==> src/design/rtc_reg_pkg.sv <==
/*
 * Register map of the RTC host port
 * Register indices, control and status bit positions, fixed read values
 */

package rtc_reg_pkg;

    localparam int IDX_W = 7;                    // Width of the index register

    // Register indices behind the data port
    localparam logic [IDX_W-1:0] REG_SEC      = 7'h00;
    localparam logic [IDX_W-1:0] REG_SEC_ALM  = 7'h01;
    localparam logic [IDX_W-1:0] REG_MIN      = 7'h02;
    localparam logic [IDX_W-1:0] REG_MIN_ALM  = 7'h03;
    localparam logic [IDX_W-1:0] REG_HOUR     = 7'h04;
    localparam logic [IDX_W-1:0] REG_HOUR_ALM = 7'h05;
    localparam logic [IDX_W-1:0] REG_DOW      = 7'h06;
    localparam logic [IDX_W-1:0] REG_DOM      = 7'h07;
    localparam logic [IDX_W-1:0] REG_MON      = 7'h08;
    localparam logic [IDX_W-1:0] REG_YEAR     = 7'h09;
    localparam logic [IDX_W-1:0] REG_A        = 7'h0A;
    localparam logic [IDX_W-1:0] REG_B        = 7'h0B;
    localparam logic [IDX_W-1:0] REG_C        = 7'h0C;
    localparam logic [IDX_W-1:0] REG_D        = 7'h0D;

    // Register B bits
    localparam int B_FREEZE     = 7;             // Stops the update cycle
    localparam int B_ALARM_ENA  = 5;
    localparam int B_UPDATE_ENA = 4;
    localparam int B_BINARY     = 2;             // Binary instead of BCD
    localparam int B_24H        = 1;             // Always reads 1

    // Register C bits
    localparam int C_IRQ    = 7;
    localparam int C_ALARM  = 5;
    localparam int C_UPDATE = 4;

    localparam logic [7:0] REG_A_FIXED = 8'h26;  // 32.768 kHz divider, 1024 Hz rate
    localparam logic [7:0] REG_D_VALUE = 8'h80;  // Valid RAM and time

endpackage

==> src/design/rtc_time_pkg.sv <==
/*
 * Time keeping definitions
 * Time byte union, tick and second-cycle constants,
 * calendar step functions for BCD and binary modes
 */

package rtc_time_pkg;

    // One time byte, read as binary or as two BCD digits
    typedef union packed {
        logic [7:0]      bin;
        logic [1:0][3:0] digit;                  // [1] tens, [0] ones
    } time_byte_t;

    localparam int TICK_HZ           = 800;
    localparam int TICKS_PER_SEC     = 800;
    localparam int UPDATE_LEAD_TICKS = 4;       // Ticks before the first update
    localparam int SEC_CNT_W         = 11;

    localparam logic [1:0] ALARM_DONT_CARE = 2'b11;

    // Numeric value of a byte in either mode
    function automatic logic [7:0] to_value(time_byte_t v, logic binary);
        if (binary) begin
            return v.bin;
        end
        return {4'd0, v.digit[1]} * 8'd10 + {4'd0, v.digit[0]};
    endfunction

    // Field has reached its last value
    function automatic logic step_wrap(time_byte_t v, logic [7:0] limit, logic binary);
        return to_value(v, binary) >= limit;
    endfunction

    // Field plus one, BCD carries into the tens digit after 9
    function automatic time_byte_t step_inc(time_byte_t v, logic binary);
        time_byte_t n;
        n.bin = v.bin + 8'd1;
        if (!binary && v.digit[0] >= 4'd9) begin
            n.digit[1] = v.digit[1] + 4'd1;
            n.digit[0] = 4'd0;
        end
        return n;
    endfunction

    // Last day of the month, simplified leap rule
    function automatic logic [7:0] days_in_month(time_byte_t mon, time_byte_t year,
                                                 logic binary);
        logic       leap;
        logic [7:0] days;
        if (binary) begin
            leap = year.bin[1:0] == 2'b00;
        end else begin
            // Decimal year divisible by 4
            leap = year.digit[1][0] ? (year.digit[0][1:0] == 2'b10)
                                    : (year.digit[0][1:0] == 2'b00);
        end
        case (to_value(mon, binary))
            8'd2:                    days = leap ? 8'd29 : 8'd28;
            8'd4, 8'd6, 8'd9, 8'd11: days = 8'd30;
            default:                 days = 8'd31;
        endcase
        return days;
    endfunction

endpackage

==> src/design/rtc_tick_gen.sv <==
/*
 * 800 Hz tick generator
 * Fractional accumulator, exact rate on average for any clock
 */

`timescale 1ns/1ps

module rtc_tick_gen #(
    parameter int CLK_HZ = 50_000_000
) (
    input  logic clk,
    input  logic rst_n,
    output logic tick
);

    localparam int ACC_W = $clog2(CLK_HZ + rtc_time_pkg::TICK_HZ);

    logic [ACC_W-1:0] acc;
    logic [ACC_W-1:0] sum;

    assign sum = acc + ACC_W'(rtc_time_pkg::TICK_HZ);

    always_ff @(posedge clk or negedge rst_n) begin
        if (!rst_n) begin
            acc  <= '0;
            tick <= 1'b0;
        end else if (sum >= ACC_W'(CLK_HZ)) begin
            acc  <= sum - ACC_W'(CLK_HZ);          // Keep the remainder
            tick <= 1'b1;
        end else begin
            acc  <= sum;
            tick <= 1'b0;
        end
    end

endmodule

==> src/design/rtc_second_fsm.sv <==
/*
 * Once-per-second update cycle
 * Five-state FSM and tick countdown, stopped while frozen
 */

`timescale 1ns/1ps

module rtc_second_fsm (
    input  logic clk,
    input  logic rst_n,
    input  logic tick,
    input  logic freeze,
    output logic second_start,
    output logic update_in_progress
);

    localparam int CW = rtc_time_pkg::SEC_CNT_W;

    localparam logic [CW-1:0] LEAD   = CW'(rtc_time_pkg::UPDATE_LEAD_TICKS);
    localparam logic [CW-1:0] RELOAD = CW'(rtc_time_pkg::TICKS_PER_SEC - 1);

    localparam logic [2:0] ST_UPDATE_START   = 3'd0;
    localparam logic [2:0] ST_UPDATE_IN_PROG = 3'd1;
    localparam logic [2:0] ST_SECOND_START   = 3'd2;
    localparam logic [2:0] ST_SECOND_IN_PROG = 3'd3;
    localparam logic [2:0] ST_STOPPED        = 3'd4;

    logic [2:0]    state;
    logic [CW-1:0] cnt;

    always_ff @(posedge clk or negedge rst_n) begin
        if (!rst_n) begin
            state <= ST_UPDATE_START;
        end else if (freeze) begin
            state <= ST_STOPPED;
        end else begin
            case (state)
                ST_STOPPED:        state <= ST_UPDATE_START;  // Restart after freeze
                ST_UPDATE_START:   state <= ST_UPDATE_IN_PROG;
                ST_UPDATE_IN_PROG: if (cnt == '0) state <= ST_SECOND_START;
                ST_SECOND_START:   state <= ST_SECOND_IN_PROG;
                ST_SECOND_IN_PROG: if (cnt == CW'(1)) state <= ST_UPDATE_START;
                default:           state <= ST_UPDATE_START;
            endcase
        end
    end

    // Reload happens on a tick so one cycle spans exactly TICKS_PER_SEC ticks
    always_ff @(posedge clk or negedge rst_n) begin
        if (!rst_n) begin
            cnt <= LEAD;
        end else if (freeze) begin
            cnt <= LEAD;
        end else if (tick) begin
            cnt <= (cnt == '0) ? RELOAD : cnt - CW'(1);
        end
    end

    assign second_start       = state == ST_SECOND_START;
    assign update_in_progress = (state == ST_UPDATE_IN_PROG) || second_start;

endmodule

==> src/design/rtc_timekeeper.sv <==
/*
 * Time and alarm registers
 * Host writes, once-per-second carry chain, alarm compare
 */

`timescale 1ns/1ps

module rtc_timekeeper (
    input  logic                         clk,
    input  logic                         rst_n,
    input  logic                         second_start,
    input  logic                         binary_mode,
    input  logic                         wr_en,
    input  logic [rtc_reg_pkg::IDX_W-1:0] wr_index,
    input  logic [7:0]                   wr_data,
    output rtc_time_pkg::time_byte_t     sec,
    output rtc_time_pkg::time_byte_t     min,
    output rtc_time_pkg::time_byte_t     hour,
    output rtc_time_pkg::time_byte_t     dow,
    output rtc_time_pkg::time_byte_t     dom,
    output rtc_time_pkg::time_byte_t     mon,
    output rtc_time_pkg::time_byte_t     year,
    output rtc_time_pkg::time_byte_t     sec_alm,
    output rtc_time_pkg::time_byte_t     min_alm,
    output rtc_time_pkg::time_byte_t     hour_alm,
    output logic                         alarm_hit
);

    rtc_time_pkg::time_byte_t next_sec, next_min, next_hour;
    rtc_time_pkg::time_byte_t next_dow, next_dom, next_mon, next_year;
    logic wrap_sec, wrap_min, wrap_hour, wrap_dow, wrap_dom, wrap_mon, wrap_year;
    logic upd_min, upd_hour, upd_day, upd_mon, upd_year;
    logic hit_sec, hit_min, hit_hour;

    ////////////////////////////////////////////////////////////////////////////
    // Carry chain

    assign wrap_sec  = rtc_time_pkg::step_wrap(sec, 8'd59, binary_mode);
    assign wrap_min  = rtc_time_pkg::step_wrap(min, 8'd59, binary_mode);
    assign wrap_hour = rtc_time_pkg::step_wrap(hour, 8'd23, binary_mode);   // 24-hour only
    assign wrap_dow  = rtc_time_pkg::step_wrap(dow, 8'd7, binary_mode);
    assign wrap_dom  = rtc_time_pkg::step_wrap(dom,
                           rtc_time_pkg::days_in_month(mon, year, binary_mode), binary_mode);
    assign wrap_mon  = rtc_time_pkg::step_wrap(mon, 8'd12, binary_mode);
    assign wrap_year = rtc_time_pkg::step_wrap(year, 8'd99, binary_mode);

    assign next_sec  = wrap_sec  ? 8'd0 : rtc_time_pkg::step_inc(sec, binary_mode);
    assign next_min  = wrap_min  ? 8'd0 : rtc_time_pkg::step_inc(min, binary_mode);
    assign next_hour = wrap_hour ? 8'd0 : rtc_time_pkg::step_inc(hour, binary_mode);
    assign next_dow  = wrap_dow  ? 8'd1 : rtc_time_pkg::step_inc(dow, binary_mode);
    assign next_dom  = wrap_dom  ? 8'd1 : rtc_time_pkg::step_inc(dom, binary_mode);
    assign next_mon  = wrap_mon  ? 8'd1 : rtc_time_pkg::step_inc(mon, binary_mode);
    assign next_year = wrap_year ? 8'd0 : rtc_time_pkg::step_inc(year, binary_mode);

    assign upd_min  = second_start && wrap_sec;
    assign upd_hour = upd_min  && wrap_min;
    assign upd_day  = upd_hour && wrap_hour;
    assign upd_mon  = upd_day  && wrap_dom;
    assign upd_year = upd_mon  && wrap_mon;

    // Host write in the same cycle wins over the update
    always_ff @(posedge clk or negedge rst_n) begin
        if (!rst_n) begin
            {sec, min, hour, dow, dom, mon, year} <= '0;
            {sec_alm, min_alm, hour_alm}          <= '0;
        end else begin
            if (second_start) sec  <= next_sec;
            if (upd_min)      min  <= next_min;
            if (upd_hour)     hour <= next_hour;
            if (upd_day)      dow  <= next_dow;
            if (upd_day)      dom  <= next_dom;
            if (upd_mon)      mon  <= next_mon;
            if (upd_year)     year <= next_year;
            if (wr_en) begin
                case (wr_index)
                    rtc_reg_pkg::REG_SEC:      sec      <= wr_data;
                    rtc_reg_pkg::REG_SEC_ALM:  sec_alm  <= wr_data;
                    rtc_reg_pkg::REG_MIN:      min      <= wr_data;
                    rtc_reg_pkg::REG_MIN_ALM:  min_alm  <= wr_data;
                    rtc_reg_pkg::REG_HOUR:     hour     <= wr_data;
                    rtc_reg_pkg::REG_HOUR_ALM: hour_alm <= wr_data;
                    rtc_reg_pkg::REG_DOW:      dow      <= wr_data;
                    rtc_reg_pkg::REG_DOM:      dom      <= wr_data;
                    rtc_reg_pkg::REG_MON:      mon      <= wr_data;
                    rtc_reg_pkg::REG_YEAR:     year     <= wr_data;
                    default: ;                                 // Not a time register
                endcase
            end
        end
    end

    ////////////////////////////////////////////////////////////////////////////
    // Alarm compare against the time this update produces

    assign hit_sec  = (sec_alm.bin[7:6] == rtc_time_pkg::ALARM_DONT_CARE) ||
                      (sec_alm.bin == next_sec.bin);
    assign hit_min  = (min_alm.bin[7:6] == rtc_time_pkg::ALARM_DONT_CARE) ||
                      (min_alm.bin == (upd_min ? next_min.bin : min.bin));
    assign hit_hour = (hour_alm.bin[7:6] == rtc_time_pkg::ALARM_DONT_CARE) ||
                      (hour_alm.bin == (upd_hour ? next_hour.bin : hour.bin));

    assign alarm_hit = second_start && hit_sec && hit_min && hit_hour;

endmodule

==> src/design/rtc_host_regs.sv <==
/*
 * Host side of the RTC
 * Index register, register B, update and alarm flags, irq,
 * registered read mux over the data port
 */

`timescale 1ns/1ps

module rtc_host_regs (
    input  logic                          clk,
    input  logic                          rst_n,
    input  logic                          io_address,
    input  logic                          io_read,
    input  logic                          io_write,
    input  logic [7:0]                    io_writedata,
    output logic [7:0]                    io_readdata,
    output logic                          irq,
    input  logic                          update_in_progress,
    input  logic                          second_start,
    input  logic                          alarm_hit,
    input  rtc_time_pkg::time_byte_t      sec,
    input  rtc_time_pkg::time_byte_t      min,
    input  rtc_time_pkg::time_byte_t      hour,
    input  rtc_time_pkg::time_byte_t      dow,
    input  rtc_time_pkg::time_byte_t      dom,
    input  rtc_time_pkg::time_byte_t      mon,
    input  rtc_time_pkg::time_byte_t      year,
    input  rtc_time_pkg::time_byte_t      sec_alm,
    input  rtc_time_pkg::time_byte_t      min_alm,
    input  rtc_time_pkg::time_byte_t      hour_alm,
    output logic                          freeze,
    output logic                          binary_mode,
    output logic                          wr_en,
    output logic [rtc_reg_pkg::IDX_W-1:0] wr_index,
    output logic [7:0]                    wr_data
);

    logic [rtc_reg_pkg::IDX_W-1:0] index;
    logic       alarm_ena, update_ena;
    logic       alarm_flag, update_flag;
    logic       read_d, read_c;
    logic [7:0] reg_b, reg_c, read_mux;

    assign wr_en    = io_write && io_address;          // Data port write
    assign wr_index = index;
    assign wr_data  = io_writedata;

    assign read_c = io_read && !read_d && io_address && (index == rtc_reg_pkg::REG_C);

    always_ff @(posedge clk or negedge rst_n) begin
        if (!rst_n) begin
            index       <= '0;
            read_d      <= 1'b0;
            freeze      <= 1'b0;
            alarm_ena   <= 1'b0;
            update_ena  <= 1'b0;
            binary_mode <= 1'b0;
        end else begin
            read_d <= io_read;                         // First cycle of a read pulse
            if (io_write && !io_address) begin
                index <= io_writedata[rtc_reg_pkg::IDX_W-1:0];
            end
            if (wr_en && index == rtc_reg_pkg::REG_B) begin
                freeze      <= io_writedata[rtc_reg_pkg::B_FREEZE];
                alarm_ena   <= io_writedata[rtc_reg_pkg::B_ALARM_ENA];
                update_ena  <= io_writedata[rtc_reg_pkg::B_UPDATE_ENA] &&
                               !io_writedata[rtc_reg_pkg::B_FREEZE];
                binary_mode <= io_writedata[rtc_reg_pkg::B_BINARY];
            end
        end
    end

    ////////////////////////////////////////////////////////////////////////////
    // Flags and interrupt, a read of C clears them all

    always_ff @(posedge clk or negedge rst_n) begin
        if (!rst_n) begin
            update_flag <= 1'b0;
            alarm_flag  <= 1'b0;
            irq         <= 1'b0;
        end else if (read_c) begin
            update_flag <= 1'b0;
            alarm_flag  <= 1'b0;
            irq         <= 1'b0;
        end else begin
            if (second_start) update_flag <= 1'b1;
            if (alarm_hit)    alarm_flag  <= 1'b1;
            if ((alarm_ena && alarm_flag) || (update_ena && update_flag)) irq <= 1'b1;
        end
    end

    ////////////////////////////////////////////////////////////////////////////
    // Read path

    always_comb begin
        reg_b = 8'h00;
        reg_b[rtc_reg_pkg::B_FREEZE]     = freeze;
        reg_b[rtc_reg_pkg::B_ALARM_ENA]  = alarm_ena;
        reg_b[rtc_reg_pkg::B_UPDATE_ENA] = update_ena;
        reg_b[rtc_reg_pkg::B_BINARY]     = binary_mode;
        reg_b[rtc_reg_pkg::B_24H]        = 1'b1;
        reg_c = 8'h00;
        reg_c[rtc_reg_pkg::C_IRQ]        = irq;
        reg_c[rtc_reg_pkg::C_ALARM]      = alarm_flag;
        reg_c[rtc_reg_pkg::C_UPDATE]     = update_flag;
    end

    always_comb begin
        read_mux = 8'h00;                              // Unmapped index
        if (!io_address) begin
            read_mux = 8'hFF;
        end else begin
            case (index)
                rtc_reg_pkg::REG_SEC:      read_mux = sec.bin;
                rtc_reg_pkg::REG_SEC_ALM:  read_mux = sec_alm.bin;
                rtc_reg_pkg::REG_MIN:      read_mux = min.bin;
                rtc_reg_pkg::REG_MIN_ALM:  read_mux = min_alm.bin;
                rtc_reg_pkg::REG_HOUR:     read_mux = hour.bin;
                rtc_reg_pkg::REG_HOUR_ALM: read_mux = hour_alm.bin;
                rtc_reg_pkg::REG_DOW:      read_mux = dow.bin;
                rtc_reg_pkg::REG_DOM:      read_mux = dom.bin;
                rtc_reg_pkg::REG_MON:      read_mux = mon.bin;
                rtc_reg_pkg::REG_YEAR:     read_mux = year.bin;
                rtc_reg_pkg::REG_A:        read_mux = {update_in_progress,
                                                       rtc_reg_pkg::REG_A_FIXED[6:0]};
                rtc_reg_pkg::REG_B:        read_mux = reg_b;
                rtc_reg_pkg::REG_C:        read_mux = reg_c;
                rtc_reg_pkg::REG_D:        read_mux = rtc_reg_pkg::REG_D_VALUE;
                default:                   read_mux = 8'h00;
            endcase
        end
    end

    always_ff @(posedge clk or negedge rst_n) begin
        if (!rst_n) io_readdata <= 8'h00;
        else        io_readdata <= read_mux;
    end

endmodule

==> src/design/rtc_top.sv <==
/*
 * Real-time clock top level
 * Tick generator, second FSM, timekeeper and host registers
 */

`timescale 1ns/1ps

module rtc_top #(
    parameter int CLK_HZ = 50_000_000
) (
    input  logic       clk,
    input  logic       rst_n,
    input  logic       io_address,
    input  logic       io_read,
    input  logic       io_write,
    input  logic [7:0] io_writedata,
    output logic [7:0] io_readdata,
    output logic       irq
);

    logic tick, freeze, binary_mode;
    logic second_start, update_in_progress, alarm_hit;
    logic wr_en;
    logic [rtc_reg_pkg::IDX_W-1:0] wr_index;
    logic [7:0] wr_data;
    rtc_time_pkg::time_byte_t sec, min, hour, dow, dom, mon, year;
    rtc_time_pkg::time_byte_t sec_alm, min_alm, hour_alm;

    rtc_tick_gen #(.CLK_HZ(CLK_HZ)) u_tick_gen (.clk, .rst_n, .tick);

    rtc_second_fsm u_second_fsm (.clk, .rst_n, .tick, .freeze, .second_start,
                                 .update_in_progress);

    rtc_timekeeper u_timekeeper (.clk, .rst_n, .second_start, .binary_mode, .wr_en,
                                 .wr_index, .wr_data, .sec, .min, .hour, .dow, .dom,
                                 .mon, .year, .sec_alm, .min_alm, .hour_alm, .alarm_hit);

    rtc_host_regs u_host_regs (.clk, .rst_n, .io_address, .io_read, .io_write,
                               .io_writedata, .io_readdata, .irq, .update_in_progress,
                               .second_start, .alarm_hit, .sec, .min, .hour, .dow, .dom,
                               .mon, .year, .sec_alm, .min_alm, .hour_alm, .freeze,
                               .binary_mode, .wr_en, .wr_index, .wr_data);

endmodule

==> config.mk <==
export PLATFORM = sky130hd
export DESIGN_NAME = rtc_top
export DESIGN_NICKNAME = d
export VERILOG_FILES = /design/src/design/rtc_reg_pkg.sv /design/src/design/rtc_time_pkg.sv /design/src/design/rtc_tick_gen.sv /design/src/design/rtc_second_fsm.sv /design/src/design/rtc_timekeeper.sv /design/src/design/rtc_host_regs.sv /design/src/design/rtc_top.sv
export SDC_FILE = /design/constraint.sdc
export NUM_CORES = 1
export LEC_CHECK = 0
export BUFFER_PORTS_ARGS = -buffer_cell sky130_fd_sc_hd__buf_2
export CAP_MARGIN = 5
export CORE_MARGIN = 2
export CORE_UTILIZATION = 42
export DETAILED_ROUTE_END_ITERATION = 12
export PLACE_DENSITY = 0.69
export SLEW_MARGIN = 20
export SYNTH_ARGS = -nofsm -noshare
export SYNTH_HDL_FRONTEND = slang
export SYNTH_SLANG_ARGS = --single-unit
==> constraint.sdc <==
create_clock -name clk -period 5.55 [get_ports clk]
set_clock_uncertainty 0.05 [all_clocks]
set_input_delay 1.11 -clock clk [delete_from_list [all_inputs] [get_ports clk]]
set_output_delay 1.11 -clock clk [all_outputs]
set_load 0.05 [all_outputs]
==> summary.md, run 1 <==
| Metric | Value |
|---|---|
| Post-CTS Setup Repair Bufs | `0` |
| Rows | `61` |
| Cell internal pwr | `3.03 mW` |
| Antenna violations before repair | `3` |
| Combinational Power Share | `0.458` |
| Top fanout value on the critical path | `12` |
| Pre-antenna DRT Iters | `8` |
| Clock Latency Late Sink | `0.44 ns` |
| Number of cell instances on the worst register-to-register path | `20` |
| Number of clock sinks | `139` |
| Average wire per cell in the routed design | `19.2 um` |
| Post-CTS Hold Buffers | `0` |
| Number of fillers in the final layout | `2,641` |
| # Max-Cap Violations | `0` |
| Layout cells sized above 1 | `0.0938` |
| Crit path depth | `20` |
| Largest cells by area after synthesis | `sky130_fd_sc_hd__dfrtp_1, sky130_fd_sc_hd__ha_1, sky130_fd_sc_hd__a21oi_1` |
| Crit path time final | `4.88 ns` |
| Average instance area after synthesis | `8.57 um^2` |
| Total power density per cell area | `435 nW/um^2` |
| Cells on Worst Hold Path | `1` |
| Post-synth top area cell | `sky130_fd_sc_hd__dfrtp_1` |
| Flop and latch count out of synthesis | `139` |
| Fin Setup TNS | `0 ns` |
| Startpoint of the worst-slack reg-to-reg timing path | `u_timekeeper.mon[5]$_DFF_PN0_` |
| Die Y | `172 um` |
| Weighted congestion reported at the end of routability-driven placement | `0.941` |
| Max Freq | `205 MHz` |
| Final routed DRC violation total | `0` |
| Required time of the critical path | `5.83 ns` |
| Register area share after synthesis | `0.295` |
| Overall routed net length | `33,700 um` |
| Capturing element type of the critical path | `flip-flop` |
| DP Cell Count | `1,722` |
| Yosys synthesis warning count | `0` |
| Number of enable-type register cells in the synthesized netlist | `0` |
| Combined area of the multi-input logic cells | `7800 um^2` |
| Starting Density | `0.426` |
| Max Transition Viols Final | `0` |
| Count of placed standard cells in the final layout, fillers left out | `1,755` |
| Total of buffers placed on input and output ports | `21` |
| Placed wire-length estimate | `24,500 um` |
| Reg power frac | `0.327` |
| Final cycle utilization of the critical path | `0.879` |
| Global-route wire length before repair | `53,900 um` |
| Switching part of the total | `0.456` |
| Standard cell core area | `27,700 um^2` |
| Antenna viol nets, final | `0` |
| Distinct cell type count after synthesis | `95` |
| Most common cell on crit path | `sky130_fd_sc_hd__ha_1` |
| Hold path startpoint | `u_host_regs.update_flag$_DFFE_PN0P_` |
| Switching power | `2.54 mW` |
| Boundary pin count | `22` |
| Net count of the finished layout | `1,476` |
| Area growth from synthesis to layout | `8.33%` |
| Total clock buffers created by CTS | `17` |
| Flop-to-flop setup slack | `0.67 ns` |
| Ordered list of cells on the worst path | `ha_1, ha_1, fa_1, xor2_1, nor4_1, o21ai_0, o41ai_1, mux2_2, nand2_1, ha_1, nand2b_1, a21oi_1, nor3_1, a211o_1, a21oi_2, nor2_4, nand2_1, or2_1, o21ai_0, mux2_2` |
| Area share of the leading cell type in the synthesized netlist | `0.292` |
| Clock Tree Buf Depth | `2` |
| Resized cells post-CTS | `0` |
| Die W | `172 um` |
| Worst R2R End | `u_timekeeper.year[0]$_DFF_PN0_` |
| Number of vias per cell | `6.17` |
| Top_reg_cell synth | `sky130_fd_sc_hd__dfrtp_1` |
| P_leak | `5.23 nW` |
| Global Route Usage Sum | `0.234` |
| Setup repair after global routing missed its margin | `no` |
| Largest delay contributor family on the critical path | `adder cells` |
| Final Hold Fails | `0` |
| Vias | `10,834` |
| Type of the worst setup path | `reg -> reg` |
| Slew at the pin closest to its max-slew limit | `0.969 ns` |
| Syn_nets | `1,491` |
| TritonCTS clock tree | `done` |
| Crit path buf inv count | `0` |
| Largest net degree at the start of global routing | `51` |
| Die ar. | `29,500 um^2` |
| Reg area | `3480 um^2` |
| Clock transition at the register clock pins on the worst setup and hold paths after CTS | `0.06 ns` |
| VDD IR-drop max | `0.247 mV` |
| Longest individual stage delay on the worst path | `0.51 ns` |
| Number of DRC markers in iteration 0 | `985` |
| Final setup violation count | `0` |
| Result of the run | `completed` |
| CP Data Arrival Time | `5.16 ns` |
| Post-synth design cell area | `11,800 um^2` |
| H-Tree Level Count | `4` |
| Endpoint of the worst hold path | `u_host_regs.update_flag$_DFFE_PN0P_` |
| Via count of the first global-routing pass | `10,047` |
| Type of the worst min-delay path | `reg -> reg` |
| CTS root buf | `sky130_fd_sc_hd__clkbuf_16` |
| Leftover overflow at the end of global routing | `0` |
| Clk network pwr share | `0.215` |
| Worst slew margin relative to its limit | `0.352` |
| Worst Setup Start Kind | `flip-flop` |
| Share of synthesized flip-flops with an asynchronous set or reset | `1.00` |
| CP max-delay cell | `sky130_fd_sc_hd__dfrtp_1` |
| Synthesized instance count | `1,378` |
worst max path at each step:
stage	slack (ns)	start	to
4_1_cts	0.72	u_timekeeper.mon[5]$_DFF_PN0_	u_timekeeper.year[0]$_DFF_PN0_
3_3_place_gp	0.81	u_timekeeper.min[5]$_DFF_PN0_	u_timekeeper.mon[7]$_DFF_PN0_
3_5_place_dp	0.75	u_timekeeper.min[5]$_DFF_PN0_	u_timekeeper.mon[5]$_DFF_PN0_
2_1_floorplan	1.40	u_timekeeper.mon[5]$_DFF_PN0_	u_timekeeper.year[4]$_DFF_PN0_
6_report	0.67	u_timekeeper.mon[5]$_DFF_PN0_	u_timekeeper.year[0]$_DFF_PN0_
5_1_grt	0.28	u_timekeeper.min[5]$_DFF_PN0_	u_timekeeper.mon[7]$_DFF_PN0_
area by class of cell:
class | count | area share
Multi-Input combinational cell | 1111 | 0.610
Sequential cell | 139 | 0.272
Tap cell | 378 | 0.0370
Clock buffer | 20 | 0.0349
Inverter | 63 | 0.0185
Timing Repair Buffer | 31 | 0.0146
Clock inverter | 12 | 0.0127
Antenna cell | 1 | 0.000196
Yosys cell counts (10+ instances only):
| cell | instances |
|---|---|
| sky130_fd_sc_hd__a21o_1 | 14 |
| sky130_fd_sc_hd__and3_1 | 21 |
| sky130_fd_sc_hd__xor2_1 | 27 |
| sky130_fd_sc_hd__xnor2_1 | 45 |
| sky130_fd_sc_hd__and2_1 | 15 |
| sky130_fd_sc_hd__a21oi_1 | 98 |
| sky130_fd_sc_hd__o21ai_0 | 80 |
| sky130_fd_sc_hd__o22ai_1 | 11 |
| sky130_fd_sc_hd__nand2b_1 | 11 |
| sky130_fd_sc_hd__nor4_1 | 14 |
| sky130_fd_sc_hd__a22oi_1 | 12 |
| sky130_fd_sc_hd__clkbuf_1 | 41 |
| sky130_fd_sc_hd__a31oi_1 | 20 |
| sky130_fd_sc_hd__nor2b_1 | 12 |
| sky130_fd_sc_hd__o21ai_1 | 12 |
| sky130_fd_sc_hd__ha_1 | 86 |
| sky130_fd_sc_hd__mux2i_1 | 14 |
| sky130_fd_sc_hd__nor3_1 | 44 |
| sky130_fd_sc_hd__inv_1 | 62 |
| sky130_fd_sc_hd__nand3_1 | 47 |
| sky130_fd_sc_hd__buf_2 | 18 |
| sky130_fd_sc_hd__o31ai_1 | 12 |
| sky130_fd_sc_hd__dfrtp_1 | 138 |
| sky130_fd_sc_hd__nand2_1 | 124 |
| sky130_fd_sc_hd__nand4_1 | 12 |
| sky130_fd_sc_hd__fa_1 | 14 |
| sky130_fd_sc_hd__o211ai_1 | 11 |
| sky130_fd_sc_hd__mux2_2 | 32 |
| sky130_fd_sc_hd__nor2_1 | 118 |
| sky130_fd_sc_hd__a211oi_1 | 15 |
| sky130_fd_sc_hd__nor3b_1 | 10 |
power groups by stage:
stage / combinational [mW] / clock, mW / sequential [mW]
5_1_grt: 2.86 / 1.26 / 1.86
6_report: 2.55 / 1.20 / 1.82
2_1_floorplan: 2.11 / 0 / 1.54
4_1_cts: 2.53 / 1.21 / 1.80
3_5_place_dp: 2.51 / 0 / 1.82
3_3_place_gp: 2.43 / 0 / 1.81
logic make-up (layout without fill, tap and decap cells):
kind of cell               after synthesis  after routing  synth area share
buffers and inverters                  128            126            0.0448
adders and majority gates              100            100             0.115
DFF                                    139            139             0.295
xor gates and xnor gates                72             72            0.0534
AOI/OAI and AO/OA                      410            410             0.243
muxes                                   47             47            0.0443
and+or+nand+nor                        482            482             0.205
other                                    0              1                 0
registers in the layout (all words and copies together), names as in the netlist, 7 cells and up:
signal,cells
u_timekeeper.dom,8
u_timekeeper.dow,8
u_timekeeper.hour,8
u_timekeeper.sec_alm,8
u_timekeeper.sec,8
u_timekeeper.year,8
u_tick_gen.acc,21
u_timekeeper.mon,8
u_timekeeper.min,8
u_second_fsm.cnt,11
u_host_regs.wr_index,7
u_timekeeper.hour_alm,8
u_host_regs.io_readdata,8
u_timekeeper.min_alm,8
per-layer routing:
| metal | share of wire | track usage |
|---|---|---|
| met4 | 0.033 | 0.0947 |
| met2 | 0.46 | 0.371 |
| met1 | 0.43 | 0.313 |
| met5 | 0.00033 | 0 |
| met3 | 0.076 | 0.0458 |
stage by stage:
stage	power (mW)	hold slack [ns]	utilization	cell area, um^2	worst slack [ns]
final	5.57	0.470	0.462	12800	0.670
after global routing	5.98	0.502	0.462	12800	0.282
after CTS	5.54	0.469	0.461	12800	0.723
after detailed placement	4.33	0.458	0.439	12200	0.754
after global placement	4.24	0.450	0.439	12200	0.805
after floorplan	3.64	0.425	-	11800	1.40
cells in the final DEF (no fill, tap or decap), types with 20 or more instances in the layout:
cell	n
sky130_fd_sc_hd__buf_2	20
sky130_fd_sc_hd__ha_1	86
sky130_fd_sc_hd__a21oi_1	98
sky130_fd_sc_hd__nor2_1	118
sky130_fd_sc_hd__xor2_1	27
sky130_fd_sc_hd__nor3_1	43
sky130_fd_sc_hd__o21ai_0	80
sky130_fd_sc_hd__nand2_1	124
sky130_fd_sc_hd__mux2_2	32
sky130_fd_sc_hd__a31oi_1	20
sky130_fd_sc_hd__inv_1	62
sky130_fd_sc_hd__dfrtp_1	138
sky130_fd_sc_hd__nand3_1	47
sky130_fd_sc_hd__and3_1	21
sky130_fd_sc_hd__xnor2_1	45
No activity file was read; power rests on OpenSTA's default activity.
==> run 2: changes to the inputs <==
--- a/config.mk
+++ b/config.mk
@@ -13,2 +13,3 @@
 export PLACE_DENSITY = 0.69
+export RECOVER_POWER = 50
 export SLEW_MARGIN = 20
==> constraint.sdc (replaced) <==
create_clock -name clk -period 5.55 [get_ports clk]
set_clock_uncertainty 0.05 [all_clocks]
set_input_delay 0.2775 -clock clk [delete_from_list [all_inputs] [get_ports clk]]
set_output_delay 0.2775 -clock clk [all_outputs]
set_load 0.05 [all_outputs]
==> run 2 against run 1 <==
  * The run now ends with capacitance limit, slew limit left
  * Combinational power about the same
  * Utilization down 0.059 points
  * Critical path depth down 5
  * Cell count about the same
  * Register-to-register slack better by 0.03 ns
  * Setup slack better by 0.027 ns
  * Die area unchanged
==> summary.md, run 2 (synthesis gave the netlist of run 1 again) <==
| Metric | Value |
|---|---|
| Total clock buffers created by CTS | `17 (unchanged)` |
| Pre-antenna DRT Iters | `6 (-2)` |
| Flop-to-flop setup slack | `0.70 ns (+0.03 ns)` |
| Count of placed standard cells in the final layout, fillers left out | `1,756 (+0.057%)` |
| Vias | `10,919 (+0.78%)` |
| Number of DRC markers in iteration 0 | `1,002 (+1.7%)` |
| Global Route Usage Sum | `0.237 (+0.00355)` |
| TritonCTS clock tree | `done` |
| Final cycle utilization of the critical path | `0.874 (-0.00485)` |
| Leading cell types in the layout, fill and taps excluded | `sky130_fd_sc_hd__dfrtp_1, sky130_fd_sc_hd__nand2_1, sky130_fd_sc_hd__nor2_1, sky130_fd_sc_hd__a21oi_1, sky130_fd_sc_hd__ha_1` |
| Top fanout value on the critical path | `15 (+3)` |
| Number of vias per cell | `6.22 (+0.73%)` |
| VDD IR-drop max | `0.208 mV (-16%)` |
| Result of the run | `finished with violations` |
| Cell area reported after detailed placement | `12,200 um^2 (unchanged)` |
| H-Tree Level Count | `4 (unchanged)` |
| Antenna viol nets, final | `0 (unchanged)` |
| Placed wire-length estimate | `24,800 um (+0.99%)` |
| Longest individual stage delay on the worst path | `0.73 ns (+0.22 ns)` |
| P_leak | `5.21 nW (-0.38%)` |
| Die Y | `172 um (unchanged)` |
| Setup repair after global routing missed its margin | `no` |
| Clock Latency Late Sink | `0.44 ns (about the same)` |
| Layout cells sized above 1 | `0.0856 (-0.00812)` |
| Leftover overflow at the end of global routing | `0 (unchanged)` |
| Clock Tree Buf Depth | `2 (unchanged)` |
| Most flops, register | `u_tick_gen.acc` |
| Total power density per cell area | `434 nW/um^2 (-0.28%)` |
| Type of the worst min-delay path | `in -> reg` |
| Antenna violations before repair | `1 (-2)` |
| Switching power | `2.56 mW (+0.89%)` |
| Ordered list of cells on the worst path | `ha_1, ha_1, inv_1, fa_1, nor2b_1, nand3_1, xnor2_1, o2111ai_2, o211ai_1, buf_4, nor2_1, nand2b_1, nor4b_1, a21oi_1, o21ai_0` |
| Total power of the final layout | `5.55 mW (-0.41%)` |
| Die ar. | `29,500 um^2 (unchanged)` |
| Post-CTS Setup Repair Bufs | `0 (unchanged)` |
| Worst Setup Start Kind | `flip-flop` |
| CP max-delay cell | `sky130_fd_sc_hd__nor2_1` |
| Starting Density | `0.426 (unchanged)` |
| Final Hold Fails | `0 (unchanged)` |
| Net count of the finished layout | `1,478 (+0.14%)` |
| Total of buffers placed on input and output ports | `21 (unchanged)` |
| Clk network pwr share | `0.214 (about the same)` |
| Cell internal pwr | `2.98 mW (-1.5%)` |
| Boundary pin count | `22 (unchanged)` |
| Crit path buf inv count | `2 (+2)` |
| Number of clock sinks | `139 (unchanged)` |
| Number of antenna repair diodes | `0 (-1)` |
| Most common cell after layout, fill and taps aside | `sky130_fd_sc_hd__dfrtp_1` |
| Max Transition Viols Final | `78 (+78)` |
| Type of the worst setup path | `reg -> reg` |
| Clock transition at the register clock pins on the worst setup and hold paths after CTS | `0.07 ns (about the same)` |
| Final Instance Area | `12,800 um^2 (-0.13%)` |
| Overall routed net length | `33,900 um (+0.58%)` |
| Rows | `61 (unchanged)` |
| CTS root buf | `sky130_fd_sc_hd__clkbuf_16` |
| Reg power frac | `0.329 (+0.002)` |
| Switching part of the total | `0.462 (+0.00594)` |
| Violated checks | `capacitance limit, slew limit` |
| # Max-Cap Violations | `1 (+1)` |
| Final routed DRC violation total | `0 (unchanged)` |
| Largest net degree at the start of global routing | `78 (+53%)` |
| Most common cell on crit path | `sky130_fd_sc_hd__ha_1` |
| Average wire per cell in the routed design | `19.3 um (+0.52%)` |
| Largest delay contributor family on the critical path | `simple AND/OR/NAND/NOR gates` |
| Max Freq | `206 MHz (+0.55%)` |
| Via count of the first global-routing pass | `10,354 (+3.1%)` |
| Global-route wire length before repair | `55,100 um (+2.2%)` |
| Post-layout utilization of the core | `0.461 (-0.000587)` |
| Standard cell core area | `27,700 um^2 (unchanged)` |
| Number of flip-flops under the largest register name | `21 (unchanged)` |
| Capturing element type of the critical path | `flip-flop` |
| Combinational Power Share | `0.458 (about the same)` |
| CP Data Arrival Time | `5.16 ns (about the same)` |
| Crit path time final | `4.85 ns (-0.0269 ns)` |
| Weighted congestion reported at the end of routability-driven placement | `0.931 (-1.1%)` |
| Biggest registers after layout | `u_tick_gen.acc: 21 flops, u_second_fsm.cnt: 11 flops` |
| Slew at the pin closest to its max-slew limit | `4.28 ns (+3.32 ns)` |
| Die W | `172 um (unchanged)` |
| DP Cell Count | `1,722 (unchanged)` |
| Fin Setup TNS | `0 ns (unchanged)` |
| Final setup violation count | `0 (unchanged)` |
| Required time of the critical path | `5.86 ns (+0.03 ns)` |
| Area growth from synthesis to layout | `8.19%` |
| Worst slew margin relative to its limit | `-1.86 (-2.21)` |
run 2: cell count changes in the layout (fill, tap and decap cells not counted), sizes merged, moves of 2 or more:
cell,previous run,this run
inv,65,72
clkbuf,20,29
dlygate4sd3,0,2
clkinv,5,3
buf,31,19
run 2: worst paths after layout:
check                           cells after the start                            start                                   end
worst max-delay path                               15    u_timekeeper.min[5]$_DFF_PN0_         u_timekeeper.mon[7]$_DFF_PN0_
worst min-delay path                                3                  io_writedata[0]   u_host_regs.wr_index[0]$_DFFE_PN0P_
worst max register to register                     15    u_timekeeper.min[5]$_DFF_PN0_         u_timekeeper.mon[7]$_DFF_PN0_
worst min register to register                      1  u_second_fsm.cnt[9]$_DFFE_PN0P_       u_second_fsm.cnt[9]$_DFFE_PN0P_
max in group asynchronous                           3                            rst_n  u_host_regs.io_readdata[3]$_DFF_PN0_
min in group asynchronous                           2                            rst_n           u_tick_gen.acc[6]$_DFF_PN0_
run 2: final cells by class:
type	instances	area, um^2
fill	2640	14900
clock buffer	17	425
inverter	63	236
sequential	139	3480
tap	378	473
clock inverter	15	176
timing repair buffer	33	185
multi-input combinational	1111	7800
run 2: power by group through the flow:
stage / clock (mW) / combinational, mW / sequential [mW]
3_3_place_gp: 0 / 2.43 / 1.81
3_5_place_dp: 0 / 2.51 / 1.82
2_1_floorplan: 0 / 2.11 / 1.54
4_1_cts: 1.20 / 2.53 / 1.80
5_1_grt: 1.25 / 2.88 / 1.86
6_report: 1.18 / 2.54 / 1.82
run 2: per-stage QoR:
step / setup WS (ns) / hold slack [ns]
floorplan: 1.40 / -0.0681
global placement: 0.838 / 0.309
detailed placement: 0.763 / 0.312
CTS: 0.762 / 0.142
global route: 0.185 / 0.162
finish: 0.697 / 0.153
run 2: what timing repair did:
| item | in CTS | in global routing |
|---|---|---|
| resized for setup | 0 | 0 |
| endpoints found under the setup margin | 0 | 0 |
| hold endpoints to repair | 77 | 0 |
| hold buffers | 2 | 0 |
run 2: per-layer routing:
metal	part of all wire	wire length (um)	track usage
met5	0.00035	12	0
met4	0.039	1310	0.101
met3	0.074	2520	0.0449
met2	0.46	15700	0.383
met1	0.42	14400	0.311
run 2: tightest hold or removal path: cells and delay by family:
family	cells	cell delay, ns
buffers and inverters	1	0.17
AND/OR/NAND/NOR	1	0.07
AO/OA/AOI/OAI	1	0.07
